===== config.mk =====
export PLATFORM = sky130hd
export DESIGN_NAME = exec_stage
export DESIGN_NICKNAME = d
export VERILOG_FILES = /design/src/logic/rv_lite_pkg.sv /design/src/logic/exec_stage.sv
export VERILOG_INCLUDE_DIRS = /design/src /design/src/include
export SDC_FILE = /design/constraint.sdc
export NUM_CORES = 1
export LEC_CHECK = 0
export ABC_CLOCK_PERIOD_IN_PS = 8990
export BUFFER_PORTS_ARGS = -buffer_cell sky130_fd_sc_hd__buf_2
export CORE_MARGIN = 3
export CORE_UTILIZATION = 24
export DETAILED_ROUTE_END_ITERATION = 8
export GPL_ROUTABILITY_DRIVEN = 0
export PLACE_DENSITY = 0.49
export SLEW_MARGIN = 25
export SYNTH_ARGS = -nofsm -noshare
export SYNTH_HDL_FRONTEND = slang
export SYNTH_SLANG_ARGS = --single-unit

===== constraint.sdc =====
create_clock -name clock -period 8.99 [get_ports clock]
set_input_delay 0.899 -clock clock [delete_from_list [all_inputs] [get_ports clock]]
set_output_delay 0.899 -clock clock [all_outputs]
set_load 0.02 [all_outputs]

===== src/include/rv_lite_defines.svh =====
`ifndef RV_LITE_DEFINES_SVH
`define RV_LITE_DEFINES_SVH

`define RV_XLEN       64
`define RV_ADDR_W     64
`define RV_RESET_PC   64'h0

`define RV_OP_IMM     7'b0010011
`define RV_OP_REG     7'b0110011
`define RV_OP_LUI     7'b0110111
`define RV_OP_LOAD    7'b0000011
`define RV_OP_STORE   7'b0100011
`define RV_OP_BRANCH  7'b1100011
`define RV_OP_JAL     7'b1101111
`define RV_OP_TRAP    7'h6b          // custom trap, code in a0

`define RV_F3_ADD_SUB 3'b000
`define RV_F3_XOR     3'b100
`define RV_F3_OR      3'b110
`define RV_F3_AND     3'b111
`define RV_F3_BEQ     3'b000
`define RV_F3_BNE     3'b001
`define RV_F3_D       3'b011         // doubleword ld/sd

`define RV_REG_A0     5'd10

`endif


===== src/logic/rv_lite_pkg.sv =====
`default_nettype none
`include "rv_lite_defines.svh"

package rv_lite_pkg;

	typedef logic [`RV_XLEN-1:0]   xlen_t;
	typedef logic [`RV_ADDR_W-1:0] addr_t;
	typedef logic [31:0]           inst_t;
	typedef logic [4:0]            reg_idx_t;

	typedef struct packed {
		addr_t pc;
		inst_t inst;
	} fetch_pkt_t;

	typedef struct packed {
		addr_t addr;
		logic  write;
		xlen_t wdata;
	} mem_req_t;

	// one retired instruction
	typedef struct packed {
		logic       valid;
		addr_t      pc;
		inst_t      inst;
		logic       wen;
		reg_idx_t   wdest;
		xlen_t      wdata;
		logic       trap;
		logic [7:0] trap_code;
	} commit_t;

	typedef enum logic [2:0] {
		ALU_ADD,
		ALU_SUB,
		ALU_AND,
		ALU_OR,
		ALU_XOR,
		ALU_PASS_B      // lui
	} alu_op_e;

endpackage

`default_nettype wire


===== src/logic/exec_stage.sv =====
`timescale 1ns/100ps
`default_nettype none
`include "rv_lite_defines.svh"

module exec_stage (
	input  logic                    clock,
	input  logic                    reset,
	input  logic                    fetch_valid,
	input  rv_lite_pkg::fetch_pkt_t fetch_pkt,
	output logic                    fetch_ready,
	output logic                    redirect,
	output rv_lite_pkg::addr_t      redirect_pc,
	output rv_lite_pkg::reg_idx_t   rs1_idx,
	output rv_lite_pkg::reg_idx_t   rs2_idx,
	input  rv_lite_pkg::xlen_t      rs1_data,
	input  rv_lite_pkg::xlen_t      rs2_data,
	output logic                    wr_en,
	output rv_lite_pkg::reg_idx_t   wr_idx,
	output rv_lite_pkg::xlen_t      wr_data,
	output logic                    dreq,
	output rv_lite_pkg::mem_req_t   dreq_pkt,
	input  logic                    ddone,
	input  rv_lite_pkg::xlen_t      drdata,
	output rv_lite_pkg::commit_t    retire
);
	import rv_lite_pkg::*;

	typedef enum logic [1:0] {S_READY, S_MEM, S_HALT} ex_state_e;

	ex_state_e  state;
	logic       cur_valid;
	fetch_pkt_t cur;
	logic [6:0] opcode;
	logic [2:0] funct3;
	reg_idx_t   rd;
	xlen_t      imm_i, imm_s, imm_b, imm_u, imm_j;
	logic       is_imm, is_reg, is_lui, is_load, is_store, is_branch, is_jal, is_trap;
	logic       is_mem, taken, exec_now, mem_done, retiring;
	alu_op_e    alu_op;
	xlen_t      op_b, alu_res;

	assign opcode = cur.inst[6:0];
	assign funct3 = cur.inst[14:12];
	assign rd     = cur.inst[11:7];
	assign imm_i  = {{52{cur.inst[31]}}, cur.inst[31:20]};
	assign imm_s  = {{52{cur.inst[31]}}, cur.inst[31:25], cur.inst[11:7]};
	assign imm_b  = {{51{cur.inst[31]}}, cur.inst[31], cur.inst[7], cur.inst[30:25],
		cur.inst[11:8], 1'b0};
	assign imm_u  = {{32{cur.inst[31]}}, cur.inst[31:12], 12'h000};
	assign imm_j  = {{43{cur.inst[31]}}, cur.inst[31], cur.inst[19:12], cur.inst[20],
		cur.inst[30:21], 1'b0};

	assign is_imm    = (opcode == `RV_OP_IMM);
	assign is_reg    = (opcode == `RV_OP_REG);
	assign is_lui    = (opcode == `RV_OP_LUI);
	assign is_load   = (opcode == `RV_OP_LOAD) && (funct3 == `RV_F3_D);
	assign is_store  = (opcode == `RV_OP_STORE) && (funct3 == `RV_F3_D);
	assign is_branch = (opcode == `RV_OP_BRANCH);
	assign is_jal    = (opcode == `RV_OP_JAL);
	assign is_trap   = (opcode == `RV_OP_TRAP);
	assign is_mem    = is_load | is_store;

	assign rs1_idx = is_trap ? `RV_REG_A0 : cur.inst[19:15];   // trap reads a0
	assign rs2_idx = cur.inst[24:20];

	always_comb begin
		alu_op = ALU_ADD;
		if (is_lui)
			alu_op = ALU_PASS_B;
		else if (is_imm || is_reg) begin
			case (funct3)
				`RV_F3_ADD_SUB: alu_op = (is_reg && cur.inst[30]) ? ALU_SUB : ALU_ADD;
				`RV_F3_XOR:     alu_op = ALU_XOR;
				`RV_F3_OR:      alu_op = ALU_OR;
				`RV_F3_AND:     alu_op = ALU_AND;
				default:        alu_op = ALU_ADD;
			endcase
		end
	end

	assign op_b = is_reg ? rs2_data : (is_lui ? imm_u : imm_i);

	always_comb begin
		case (alu_op)
			ALU_SUB:    alu_res = rs1_data - op_b;
			ALU_AND:    alu_res = rs1_data & op_b;
			ALU_OR:     alu_res = rs1_data | op_b;
			ALU_XOR:    alu_res = rs1_data ^ op_b;
			ALU_PASS_B: alu_res = op_b;
			default:    alu_res = rs1_data + op_b;
		endcase
	end

	assign taken = is_branch && (((funct3 == `RV_F3_BEQ) && (rs1_data == rs2_data)) ||
		((funct3 == `RV_F3_BNE) && (rs1_data != rs2_data)));

	assign exec_now = cur_valid && (state == S_READY) && !is_mem;
	assign mem_done = (state == S_MEM) && ddone;
	assign retiring = exec_now | mem_done;

	assign redirect    = exec_now & (is_jal | taken);
	assign redirect_pc = cur.pc + (is_jal ? imm_j : imm_b);
	assign fetch_ready = (state != S_HALT) &
		(~cur_valid | (retiring & ~redirect & ~is_trap));   // buffer holds wrong path on redirect

	assign dreq           = (state == S_MEM) & ~ddone;
	assign dreq_pkt.addr  = rs1_data + (is_store ? imm_s : imm_i);
	assign dreq_pkt.write = is_store;
	assign dreq_pkt.wdata = rs2_data;

	assign wr_en   = retiring && (is_imm || is_reg || is_lui || is_load || is_jal) && (rd != 5'd0);
	assign wr_idx  = rd;
	assign wr_data = is_jal ? cur.pc + 64'd4 : (is_load ? drdata : alu_res);

	always_comb begin
		retire.valid     = retiring;
		retire.pc        = cur.pc;
		retire.inst      = cur.inst;
		retire.wen       = wr_en;
		retire.wdest     = rd;
		retire.wdata     = wr_data;
		retire.trap      = retiring & is_trap;
		retire.trap_code = rs1_data[7:0];
	end

	always_ff @(posedge clock) begin
		if (reset) begin
			state     <= S_READY;
			cur_valid <= 1'b0;
		end else begin
			case (state)
				S_READY: begin
					if (cur_valid && is_mem)
						state <= S_MEM;
					else if (exec_now && is_trap)
						state <= S_HALT;     // stays until reset
				end
				S_MEM:   if (ddone) state <= S_READY;
				default: state <= S_HALT;
			endcase
			if (fetch_valid && fetch_ready)
				cur_valid <= 1'b1;
			else if (retiring)
				cur_valid <= 1'b0;
		end
	end

	always_ff @(posedge clock) begin
		if (fetch_valid && fetch_ready)
			cur <= fetch_pkt;
	end

endmodule

`default_nettype wire


**Word level (Yosys, flattened, before mapping)**

Index checks and enable logic that the tools add are counted.

- Register bits after elaboration: 99
- Input port bits: 292
- Output and inout bits: 452

- Add/sub/neg operators: 5
- Equality and inequality tests: 24
- Muxes and demuxes: 18
- Bitwise operators: 17
- Reductions and logical operators: 25

Operator list:

| cell | count |
|---|---|
| $pmux W64 S5 | 1 |
| $add A64 B64 Y64 | 3 |
| $mux W64 | 3 |
| $add A64 B3 Y64 const B | 1 |
| $and A64 B64 Y64 | 1 |
| $eq A64 B64 Y1 | 1 |
| $ne A64 B64 Y1 | 1 |
| $or A64 B64 Y64 | 1 |
| $sub A64 B64 Y64 | 1 |
| $xor A64 B64 Y64 | 1 |
| $mux W31 | 1 |
| $eq A7 B6 Y1 const B | 3 |
| $eq A7 B7 Y1 const B | 3 |
| $mux W20 | 1 |
| $eq A3 B3 Y1 const B | 5 |
| $logic_and A1 B1 Y1 | 14 |
| $pmux W3 S4 | 1 |
| $mux W5 | 2 |
| $eq A3 B2 Y1 const B | 3 |
| $eq A7 B2 Y1 const B | 1 |
| $eq A7 B5 Y1 const B | 1 |
| $and A1 B1 Y1 | 6 |
| $eq A3 B1 Y1 const B | 2 |
| $mux W2 | 3 |
| 15 further kinds | 29 |

**Logic depth before layout (Yosys ltp)**

Gate-level depths: netlist of run 1.

- Word-level depth: 13
- Depth in mapped cells: 25

**Least setup slack after synthesis of run 1**

OpenSTA, ideal clock, no wires.

- Path kind: reg2out
- From: register cur, in the netlist retire[110]
- To: output wr_data[56]
- Arrival: 6.817 ns
- Path slack: 1.274 ns
- Cell stages (with the launch flop): 21
- Path buffers: 2
- Path through: edfxtp_1 clkbuf_1 inv_1 o21ai_1 a222oi_1 o2111ai_1 or2_0 nand2_1 xnor2_1 ha_1 nand4_1 nor2b_1 nand3_1 a2111oi_1 o2111ai_1 nand3_1 a21oi_1 o21a_1 o311a_1 a211oi_1 buf_4

RTL lines:

| element | RTL line | RTL |
|---|---|---|
| start: declaration | exec_stage.sv:32 | `fetch_pkt_t cur;` |
| start signal: assignment | exec_stage.sv:150 | `cur <= fetch_pkt;` |
| end: declaration | exec_stage.sv:19 | `output rv_lite_pkg::xlen_t wr_data,` |

**Worst setup path in the final report of run 1**

- From: register cur, in the netlist retire[83]
- To: output wr_data[60]

- Longest elaborated chain between the ends: 10
- Elaborated cells on any way between the ends: 27
- Classes of those cells: add/sub: 2; eq/ne: 10; mux: 9; bitwise: 3; reduce/logical: 3

RTL lines:

| element | RTL line | RTL |
|---|---|---|
| branches (longest 9 deep; another with $add A64 B64 Y64) | n/a |  |
| $mux W64 (*) | exec_stage.sv:113 | `assign wr_data = is_jal ? cur.pc + 64'd4 : (is_load ? drdata : alu_res);` |

Every way passes the cells marked *.

==> reports/metrics.csv, run 1 <==
stage,metric,value,unit
sta,final hold violation count,0,
die,Die Height,327,um
clocking,CTS max path bufs,2,
sta,RSZ-0062 raised after global routing,false,
synthesis,synthesized area,24700,sq um
global_routing,GRT overflow,0,
worst_setup_path,WP data required,8090,ps
worst_setup_path,FF-to-FF Start,retire[92]$_DFFE_PP_,
global_routing,Tot GR Track Use,22.9,%
clocking,CTS H-tree depth,3,
synthesis,biggest area consumer among synthesized cells,ha_1,
sta,Final TNS setup,0,ps
routing,DR vias,27800,
routing,DR WL met2,58.8,mm
power,"IR drop worst, VDD",0.179,mV
global_routing,first-pass GRT wire length,183,mm
hold_path,worst min path class,reg2reg,
clocking,CTS tree,done,
routing,M1 wire length,57.9,mm
synthesis,Syn Nets,3984,
routing,routed wire length,129,mm
synthesis,register area share after synthesis,11.9,%
die,Boundary Pins,744,
final_layout,layout cells sized above 1,22.2,%
global_routing,vias in the first global route,26400,
routing,Avg WL per Cell,24.5,um
synthesis,Syn Area/Cell,7.31,sq um
place,Placed Cells,5234,
clocking,total CTS buffers,9,
clocking,Clock Sink Count,99,
sta,final setup margin,1090,ps
job,max-cap viol count,0,
clocking,clock latency on the worst-skew pair,400,ps
final_layout,Non-Filler Instances,5262,
worst_setup_path,Critical Path Fanout Max,12,
synthesis,number of synthesized flops with an enable pin,96,
worst_setup_path,Crit path max-delay family,simple AND/OR/NAND/NOR gates,
worst_setup_path,CP bufs+invs,1,
power,Lkg Pwr,13.4,nW
hold_path,HP Start,cur_valid$_SDFFE_PP0P_,
synthesis,Yosys reg bits,99,
routing,ANT nets after route,0,
clocking,Worst-path clk slew,80,ps
final_layout,cell area after layout,29200,sq um
sta,Clock Skew,11.3,ps
routing,Top Layer Used,met4,
synthesis,Post-synth ARST share,0,%
place,dpl ws,1280,ps
final_layout,Synth-to-Final Area Change,18.4,%
die,Die ar.,107000,sq um
clocking,post_cts resized,0,
final_layout,storage element area,2940,sq um
routing,Pre-antenna DRT Iters,5,
power,sequential share of power,16.5,%
synthesis,Post-synth top cells,"a21oi_1, ha_1, nand2_1, o21ai_0, nor2_1",
synthesis,top cell type's share of synthesized area,16.0,%
worst_setup_path,reg2reg end,retire[174]$_DFFE_PP_,
power,Total Power,3.70,mW
worst_setup_path,worst setup path category,reg2out,
synthesis,Syn. warnings,0,
power,Logic pwr share,72.2,%
final_layout,area occupied by multi-input gates,19300,sq um
power,Clock Power Share,11.3,%
synthesis,most common cell in the synthesized netlist,a21oi_1,
worst_setup_path,slowest cell on the critical path,nor4_1,
place,port buffer count,743,
routing,met3 wire length,8.12,mm
worst_setup_path,crit path DAT,7010,ps
sta,fin crit period,7900,ps
hold_path,hold depth,2,
synthesis,largest cells by area after synthesis,"ha_1, edfxtp_1, xnor2_1",
die,Initial Util,24.4,%
power,switching power total,2.07,mW
worst_setup_path,crit-path cells,nor2b_1 > nand3_1 > nor4_1 > a31oi_1 > nor4_2 > nor2_1 > a21oi_1 > ha_1 > and2_1 > and2_1 > and3_1 > o2bb2ai_1 > o21ai_0 > nand3_1 > a21oi_1 > o21a_1 > mux2_2 > a221o_1 > buf_2,
clocking,Root Buffer,clkbuf_16,
worst_setup_path,R2R depth,8,
power,PD cells,127,nW/um^2
sta,FMAX,127,MHz
power,internal cell power,1.64,mW
die,Core Rows,116,
run_status,outcome,completed,
sta,measured slew at the worst slew-check pin,1100,ps
final_layout,final net count,4499,
global_routing,initial antenna violation count,11,
routing,via/cell ratio,5.29,
synthesis,Mapped Cells,3373,
die,Core ar.,101000,sq um
sta,Final setup viols,0,
routing,initial DRC count,2290,
routing,DRC violations left,0,
synthesis,Yosys cell types,83,
clocking,cts hold-fix bufs,0,
place,dpl cell area,28900,sq um
hold_path,Hold Path End,cur_valid$_SDFFE_PP0P_,
clocking,post-CTS setup buffers,0,
synthesis,Main synth FF type,edfxtp_1,
worst_setup_path,Critical Path End Type,output port,
worst_setup_path,crit path launch type,register,
worst_setup_path,worst reg-to-reg setup slack,4900,ps
sta,pins over their slew limit,0,
die,Die W,327,um
power,Sw Ratio,55.8,%
sta,relative slew slack,26.3,%
place,DP Wirelength,108,mm
worst_setup_path,CP max stage delay,820,ps
sta,final period utilization,87.9,%
final_layout,FILL cells,11300,
global_routing,largest net degree at the start of global routing,106,
-- registers in the layout (all words and copies together), names as in the netlist --
register   count
retire        96
state          2
cur_valid      1
-- cells in the final DEF (no fill, tap or decap), types with 45 or more instances in the layout --
cell type,synthesis,final
buf_2,4,743
nand4_1,47,47
nand3_1,80,80
o211ai_1,45,45
xor2_1,147,147
xnor2_1,194,194
inv_1,208,207
a211oi_1,54,54
ha_1,316,316
nor2_1,220,216
nand2_1,276,276
buf_4,155,51
o21ai_0,223,223
a31oi_1,50,50
edfxtp_1,96,96
a21o_1,119,119
a21oi_1,338,338
nor3_1,69,66
a22oi_1,49,49
-- power groups by stage --
stage / sequential, mW / combinational [mW] / clock, mW
after floorplan: 0.638 / 1.74 / 0
final: 0.612 / 2.67 / 0.418
after global routing: 0.614 / 2.88 / 0.449
after detailed placement: 0.620 / 2.67 / 0
after global placement: 0.620 / 2.67 / 0
after CTS: 0.610 / 2.68 / 0.441
-- worst reg2reg max path, stage by stage (launching register included) --
cell and delay [ps]:
edfxtp_1 860, nand2_1 230, nor3_1 590, nor4b_1 200, o21a_1 170, o31ai_1 270
nand3_1 200, inv_4 580, buf_4 590
-- metal layers --
metal	up-vias	track usage, %
met3	142	3.00
li1	13300	-
met2	1157	37.1
met1	13300	31.3
met5	-	0
met4	0	7.44
-- worst max-delay path by stage --
stage                          start     endpoint  depth (start not counted)
2_1_floorplan  retire[110]$_DFFE_PP_  wr_data[56]                         20
3_3_place_gp             rs2_data[3]   retire[69]                         22
3_5_place_dp             rs2_data[3]  wr_data[60]                         20
4_1_cts         retire[83]$_DFFE_PP_  wr_data[60]                         19
5_1_grt         retire[83]$_DFFE_PP_  wr_data[60]                         19
6_report        retire[83]$_DFFE_PP_  wr_data[60]                         19
-- metrics by stage --
step,util (%),hold WS (ps)
finish,28.9,499
global route,28.9,530
CTS,28.9,500
detailed placement,28.6,490
global placement,28.6,489
floorplan,-,452
-- final cells by class --
class | count | share of cell area, %
multi-input cells | 2775 | 66.2
repair buffers | 795 | 14.1
flip-flops and latches | 99 | 10.1
well taps | 1357 | 5.81
inverters | 208 | 2.68
clock buffers | 9 | 0.771
clock inverters | 7 | 0.266
diodes | 12 | 0.103
-- kinds of logic (layout without fill, tap and decap cells) --
kind of cell	count (synthesis)	count (layout)	share of synthesized area, %
DFF	99	99	11.9
AOI/OAI and AO/OA	1131	1131	29.2
xor gates and xnor gates	341	341	12.1
adders and majority gates	319	319	16.3
and+or+nand+nor	932	932	18.3
buffers and inverters	499	1019	9.97
other	0	12	0
muxes	52	52	2.17
Note: power is estimated with default switching activity, not from simulation.
==> run 2: changes to the inputs <==
--- a/config.mk
+++ b/config.mk
@@ -9,10 +9,10 @@
 export ABC_CLOCK_PERIOD_IN_PS = 8990
 export BUFFER_PORTS_ARGS = -buffer_cell sky130_fd_sc_hd__buf_2
 export CORE_MARGIN = 3
-export CORE_UTILIZATION = 24
+export CORE_UTILIZATION = 25
 export DETAILED_ROUTE_END_ITERATION = 8
 export GPL_ROUTABILITY_DRIVEN = 0
-export PLACE_DENSITY = 0.49
+export PLACE_DENSITY = 0.51
 export SLEW_MARGIN = 25
 export SYNTH_ARGS = -nofsm -noshare
 export SYNTH_HDL_FRONTEND = slang
==> reports/metrics.csv, run 2 (synthesis results as in run 1) <==
stage,metric,value,unit
run_status,outcome,completed,
worst_setup_path,crit path launch type,register,
worst_setup_path,Critical Path Fanout Max,12,
worst_setup_path,worst setup path category,reg2out,
routing,M1 wire length,57.3,mm
sta,RSZ-0062 raised after global routing,false,
power,Lkg Pwr,13.4,nW
place,dpl ws,1260,ps
die,Boundary Pins,744,
routing,via/cell ratio,5.40,
hold_path,HP Start,cur_valid$_SDFFE_PP0P_,
global_routing,vias in the first global route,26400,
routing,Top Layer Used,met5,
clocking,CTS H-tree depth,3,
sta,final hold violation count,0,
sta,FMAX,127,MHz
power,PD cells,126,nW/um^2
clocking,total CTS buffers,9,
routing,DR vias,27900,
clocking,post-CTS setup buffers,0,
hold_path,Hold Path End,cur_valid$_SDFFE_PP0P_,
sta,final period utilization,87.6,%
sta,relative slew slack,23.9,%
clocking,post_cts resized,0,
global_routing,largest net degree at the start of global routing,106,
global_routing,GRT overflow,0,
hold_path,worst min path class,reg2reg,
die,Core Rows,114,
die,Initial Util,25.4,%
worst_setup_path,worst reg-to-reg setup slack,4950,ps
worst_setup_path,CP bufs+invs,1,
final_layout,Synth-to-Final Area Change,17.9,%
final_layout,final net count,4497,
clocking,Worst-path clk slew,90,ps
die,Core ar.,97300,sq um
routing,ANT nets after route,0,
global_routing,Tot GR Track Use,23.5,%
sta,final setup margin,1120,ps
routing,met3 wire length,7.90,mm
power,"IR drop worst, VDD",0.149,mV
die,Die W,320,um
sta,measured slew at the worst slew-check pin,1130,ps
routing,routed wire length,127,mm
place,port buffer count,743,
clocking,cts hold-fix bufs,0,
worst_setup_path,WP data required,8090,ps
clocking,clock latency on the worst-skew pair,390,ps
sta,WHS,501,ps
final_layout,cell area after layout,29100,sq um
final_layout,max reg flops,96,
worst_setup_path,slowest cell on the critical path,nor4_1,
clocking,Root Buffer,clkbuf_16,
routing,DRC violations left,0,
sta,pins over their slew limit,0,
hold_path,hold depth,2,
place,dpl cell area,28800,sq um
die,Die Height,320,um
place,DP Wirelength,107,mm
job,max-cap viol count,0,
worst_setup_path,critical path launch point,retire[85]$_DFFE_PP_,
clocking,CTS tree,done,
sta,Final setup viols,0,
worst_setup_path,Critical Path End Type,output port,
sta,Final TNS setup,0,ps
worst_setup_path,crit-path cells,nor2b_1 > nand3_1 > nor4_1 > a31oi_1 > nor4_2 > nor2_1 > a21oi_1 > ha_1 > and2_1 > and2_1 > and3_1 > o2bb2ai_1 > o21ai_0 > nand3_1 > a21oi_1 > o21a_1 > mux2_2 > a221o_1 > buf_2,
worst_setup_path,Crit path max-delay family,simple AND/OR/NAND/NOR gates,
routing,initial DRC count,2670,
worst_setup_path,R2R depth,8,
sta,Clock Skew,25.1,ps
global_routing,initial antenna violation count,14,
routing,Avg WL per Cell,24.6,um
final_layout,"commonest non-fill, non-tap cells in the layout","buf_2, a21oi_1, ha_1",
clocking,CTS max path bufs,2,
worst_setup_path,reg2reg end,retire[166]$_DFFE_PP_,
routing,DR WL met2,58.2,mm
final_layout,"most common cell after layout, fill and taps aside",buf_2,
final_layout,layout cells sized above 1,22.1,%
worst_setup_path,CP max stage delay,770,ps
die,Die ar.,102000,sq um
sta,fin crit period,7870,ps
clocking,Clock Sink Count,99,
worst_setup_path,FF-to-FF Start,retire[91]$_DFFE_PP_,
global_routing,first-pass GRT wire length,181,mm
worst_setup_path,crit path DAT,6970,ps
routing,Pre-antenna DRT Iters,6,
==> run 2: cell count changes in the layout (fill, tap and decap cells not counted), sizes merged <==
cell / change
diode: -3
inv: -3
buf: -2
clkbuf: +1
clkinv: +1
clkinvlp: +1
==> run 2: how the worst max path moves through the flow <==
stage,endpoint,slack [ps],depth (start not counted)
2_1_floorplan,wr_data[56],1270,20
3_3_place_gp,retire[69],1290,22
3_5_place_dp,retire[69],1260,20
4_1_cts,retire[69],1090,19
5_1_grt,retire[58],640,20
6_report,retire[69],1120,19
==> run 2: routing by layer <==
layer | vias up | global-route usage, %
li1 | 13200 | -
met1 | 13300 | 32.4
met2 | 1197 | 38.3
met3 | 156 | 2.33
met4 | 4 | 7.56
met5 | - | 0
==> run 2: worst reg2reg max path, stage by stage, from the launching register on <==
cell and delay [ps]:
edfxtp_1 520, buf_4 360, xnor2_1 680, nor4_1 140, o21a_1 230, o31ai_1 300
nand3_1 190, inv_4 540, buf_4 650
==> run 2: per-stage QoR <==
step                      total power, mW  util, %  instances
after floorplan                      2.38        -       3373
after global placement               3.27     29.6       5151
after detailed placement             3.27     29.6       5151
after CTS                            3.69     29.9       5167
after global routing                 3.91     29.9       5174
final                                3.68     29.9       5176
==> run 2: cell type report <==
cell class	instances	area, sq um
antenna	9	22.5
clock buffer	10	229
clock inverter	6	60.1
fill	10800	68200
inverter	208	783
multi-input combinational	2775	19300
sequential	99	2940
tap	1276	1600
timing repair buffer	793	4120
==> run 2: where the power goes <==
group	internal (mW)	switching, mW
clock network	0.194	0.214
registers	0.548	0.0629
logic	0.894	1.76
total	1.64	2.04
==> run 3: changes to the inputs <==
--- a/config.mk
+++ b/config.mk
@@ -7,7 +7,7 @@
 export NUM_CORES = 1
 export LEC_CHECK = 0
 export ABC_CLOCK_PERIOD_IN_PS = 8990
-export BUFFER_PORTS_ARGS = -buffer_cell sky130_fd_sc_hd__buf_2
+export BUFFER_PORTS_ARGS = -buffer_cell sky130_fd_sc_hd__buf_4
 export CORE_MARGIN = 3
 export CORE_UTILIZATION = 25
 export DETAILED_ROUTE_END_ITERATION = 8
==> reports/metrics.csv, run 3 (synthesis results as in run 1) <==
stage,metric,value,unit
run_status,outcome,completed,
die,Die ar.,102000,sq um
worst_setup_path,R2R depth,9,
global_routing,first-pass GRT wire length,185,mm
routing,ANT nets after route,0,
sta,FMAX,124,MHz
worst_setup_path,crit path DAT,7160,ps
worst_setup_path,WP data required,8090,ps
global_routing,initial antenna violation count,10,
die,Die Height,320,um
power,internal cell power,1.87,mW
routing,Pre-antenna DRT Iters,5,
die,Core ar.,97300,sq um
place,DP Wirelength,109,mm
clocking,post-CTS setup buffers,0,
worst_setup_path,crit path launch type,register,
sta,final hold violation count,0,
routing,Avg WL per Cell,25.1,um
clocking,post_cts resized,0,
sta,final period utilization,89.7,%
final_layout,layout cells sized above 1,22.1,%
sta,fin crit period,8060,ps
sta,pins over their slew limit,0,
global_routing,GRT overflow,0,
sta,measured slew at the worst slew-check pin,1200,ps
worst_setup_path,worst reg-to-reg setup slack,4700,ps
routing,initial DRC count,2617,
die,Core Rows,114,
sta,Final setup viols,0,
power,switching power total,2.08,mW
die,Boundary Pins,744,
worst_setup_path,worst setup path category,reg2out,
place,dpl ws,1150,ps
clocking,cts hold-fix bufs,0,
sta,relative slew slack,19.3,%
hold_path,hold depth,2,
final_layout,"commonest non-fill, non-tap cells in the layout","buf_4, a21oi_1, ha_1",
power,sequential share of power,15.5,%
hold_path,Hold Path End,cur_valid$_SDFFE_PP0P_,
global_routing,Tot GR Track Use,24.0,%
die,Die W,320,um
clocking,clock latency on the worst-skew pair,390,ps
place,port buffer count,743,
final_layout,"most common cell after layout, fill and taps aside",buf_4,
power,Clock Power Share,10.5,%
final_layout,max reg flops,96,
routing,DR vias,28000,
sta,RSZ-0062 raised after global routing,false,
routing,routed wire length,130,mm
routing,DRC violations left,0,
job,max-cap viol count,0,
sta,Final TNS setup,0,ps
final_layout,fin util,31.8,%
clocking,Root Buffer,clkbuf_16,
worst_setup_path,FF-to-FF Start,retire[81]$_DFFE_PP_,
sta,WHS,501,ps
final_layout,final net count,4498,
global_routing,vias in the first global route,26800,
clocking,Clock Sink Count,99,
sta,Clock Skew,26.6,ps
worst_setup_path,reg2reg end,retire[171]$_DFFE_PP_,
die,Initial Util,25.4,%
clocking,CTS tree,done,
power,PD cells,128,nW/um^2
power,Logic pwr share,74.0,%
global_routing,largest net degree at the start of global routing,106,
power,Lkg Pwr,14.0,nW
power,Sw Ratio,52.7,%
power,"IR drop worst, VDD",0.160,mV
worst_setup_path,Critical Path End Type,output port,
hold_path,HP Start,cur_valid$_SDFFE_PP0P_,
clocking,CTS max path bufs,2,
sta,final setup margin,928,ps
hold_path,worst min path class,reg2reg,
place,Placed Cells,5152,
final_layout,Non-Filler Instances,5179,
clocking,CTS H-tree depth,3,
clocking,Worst-path clk slew,80,ps
worst_setup_path,Critical Path Fanout Max,12,
routing,via/cell ratio,5.41,
clocking,total CTS buffers,9,
final_layout,Synth-to-Final Area Change,25.4,%
-- run 3: power by group through the flow --
| stage | sequential (mW) | combinational, mW | clock [mW] |
|---|---|---|---|
| after detailed placement | 0.619 | 2.91 | 0 |
| after floorplan | 0.638 | 1.74 | 0 |
| after CTS | 0.609 | 2.93 | 0.432 |
| after global placement | 0.619 | 2.91 | 0 |
| final | 0.611 | 2.92 | 0.414 |
| after global routing | 0.615 | 3.13 | 0.445 |
-- run 3: final cells by class --
class	count	area (sq um)
diodes	11	27.5
clock buffers	10	229
clock inverters	6	60.1
fillers	10700	66300
inverters	208	783
multi-input cells	2775	19300
flip-flops and latches	99	2940
well taps	1276	1600
repair buffers	794	5970
-- run 3: worst max-delay path by stage --
stage                           from     endpoint  cells past startpoint
2_1_floorplan  retire[110]$_DFFE_PP_  wr_data[56]                     20
4_1_cts         retire[85]$_DFFE_PP_   retire[53]                     21
5_1_grt         retire[85]$_DFFE_PP_   retire[53]                     20
6_report        retire[85]$_DFFE_PP_   retire[53]                     21
3_3_place_gp             rs2_data[3]   retire[53]                     21
3_5_place_dp             rs2_data[3]   retire[53]                     21
-- run 3: layer usage --
metal / up-vias / part of all wire (%) / GRT usage (%)
met5: - / 0 / 0
met4: 0 / 3.8 / 8.66
met3: 164 / 5.7 / 2.70
met2: 1153 / 45 / 38.8
met1: 13500 / 45 / 32.9
li1: 13200 / - / -
-- run 3: per-stage QoR --
step           instance area, sq um  power [mW]
3_3_place_gp                  30600        3.53
4_1_cts                       30900        3.97
2_1_floorplan                 24700        2.38
3_5_place_dp                  30600        3.53
5_1_grt                       30900        4.19
6_report                      30900        3.95
-- run 3: critical path, cell delays in order, from the launching register on --
cell	delay, ps
edfxtp_1	500
nand3b_1	340
nor2_2	530
buf_4	290
nor2_1	70
o2111ai_1	670
or2_0	370
nand2_1	120
xnor2_1	160
ha_1	440
nand4_1	200
nor2b_1	260
nand3_1	110
a2111oi_1	630
buf_4	230
o21bai_1	80
a21o_1	230
a211oi_1	380
or3_1	170
a21oi_1	70
o21ai_0	660
buf_4	270
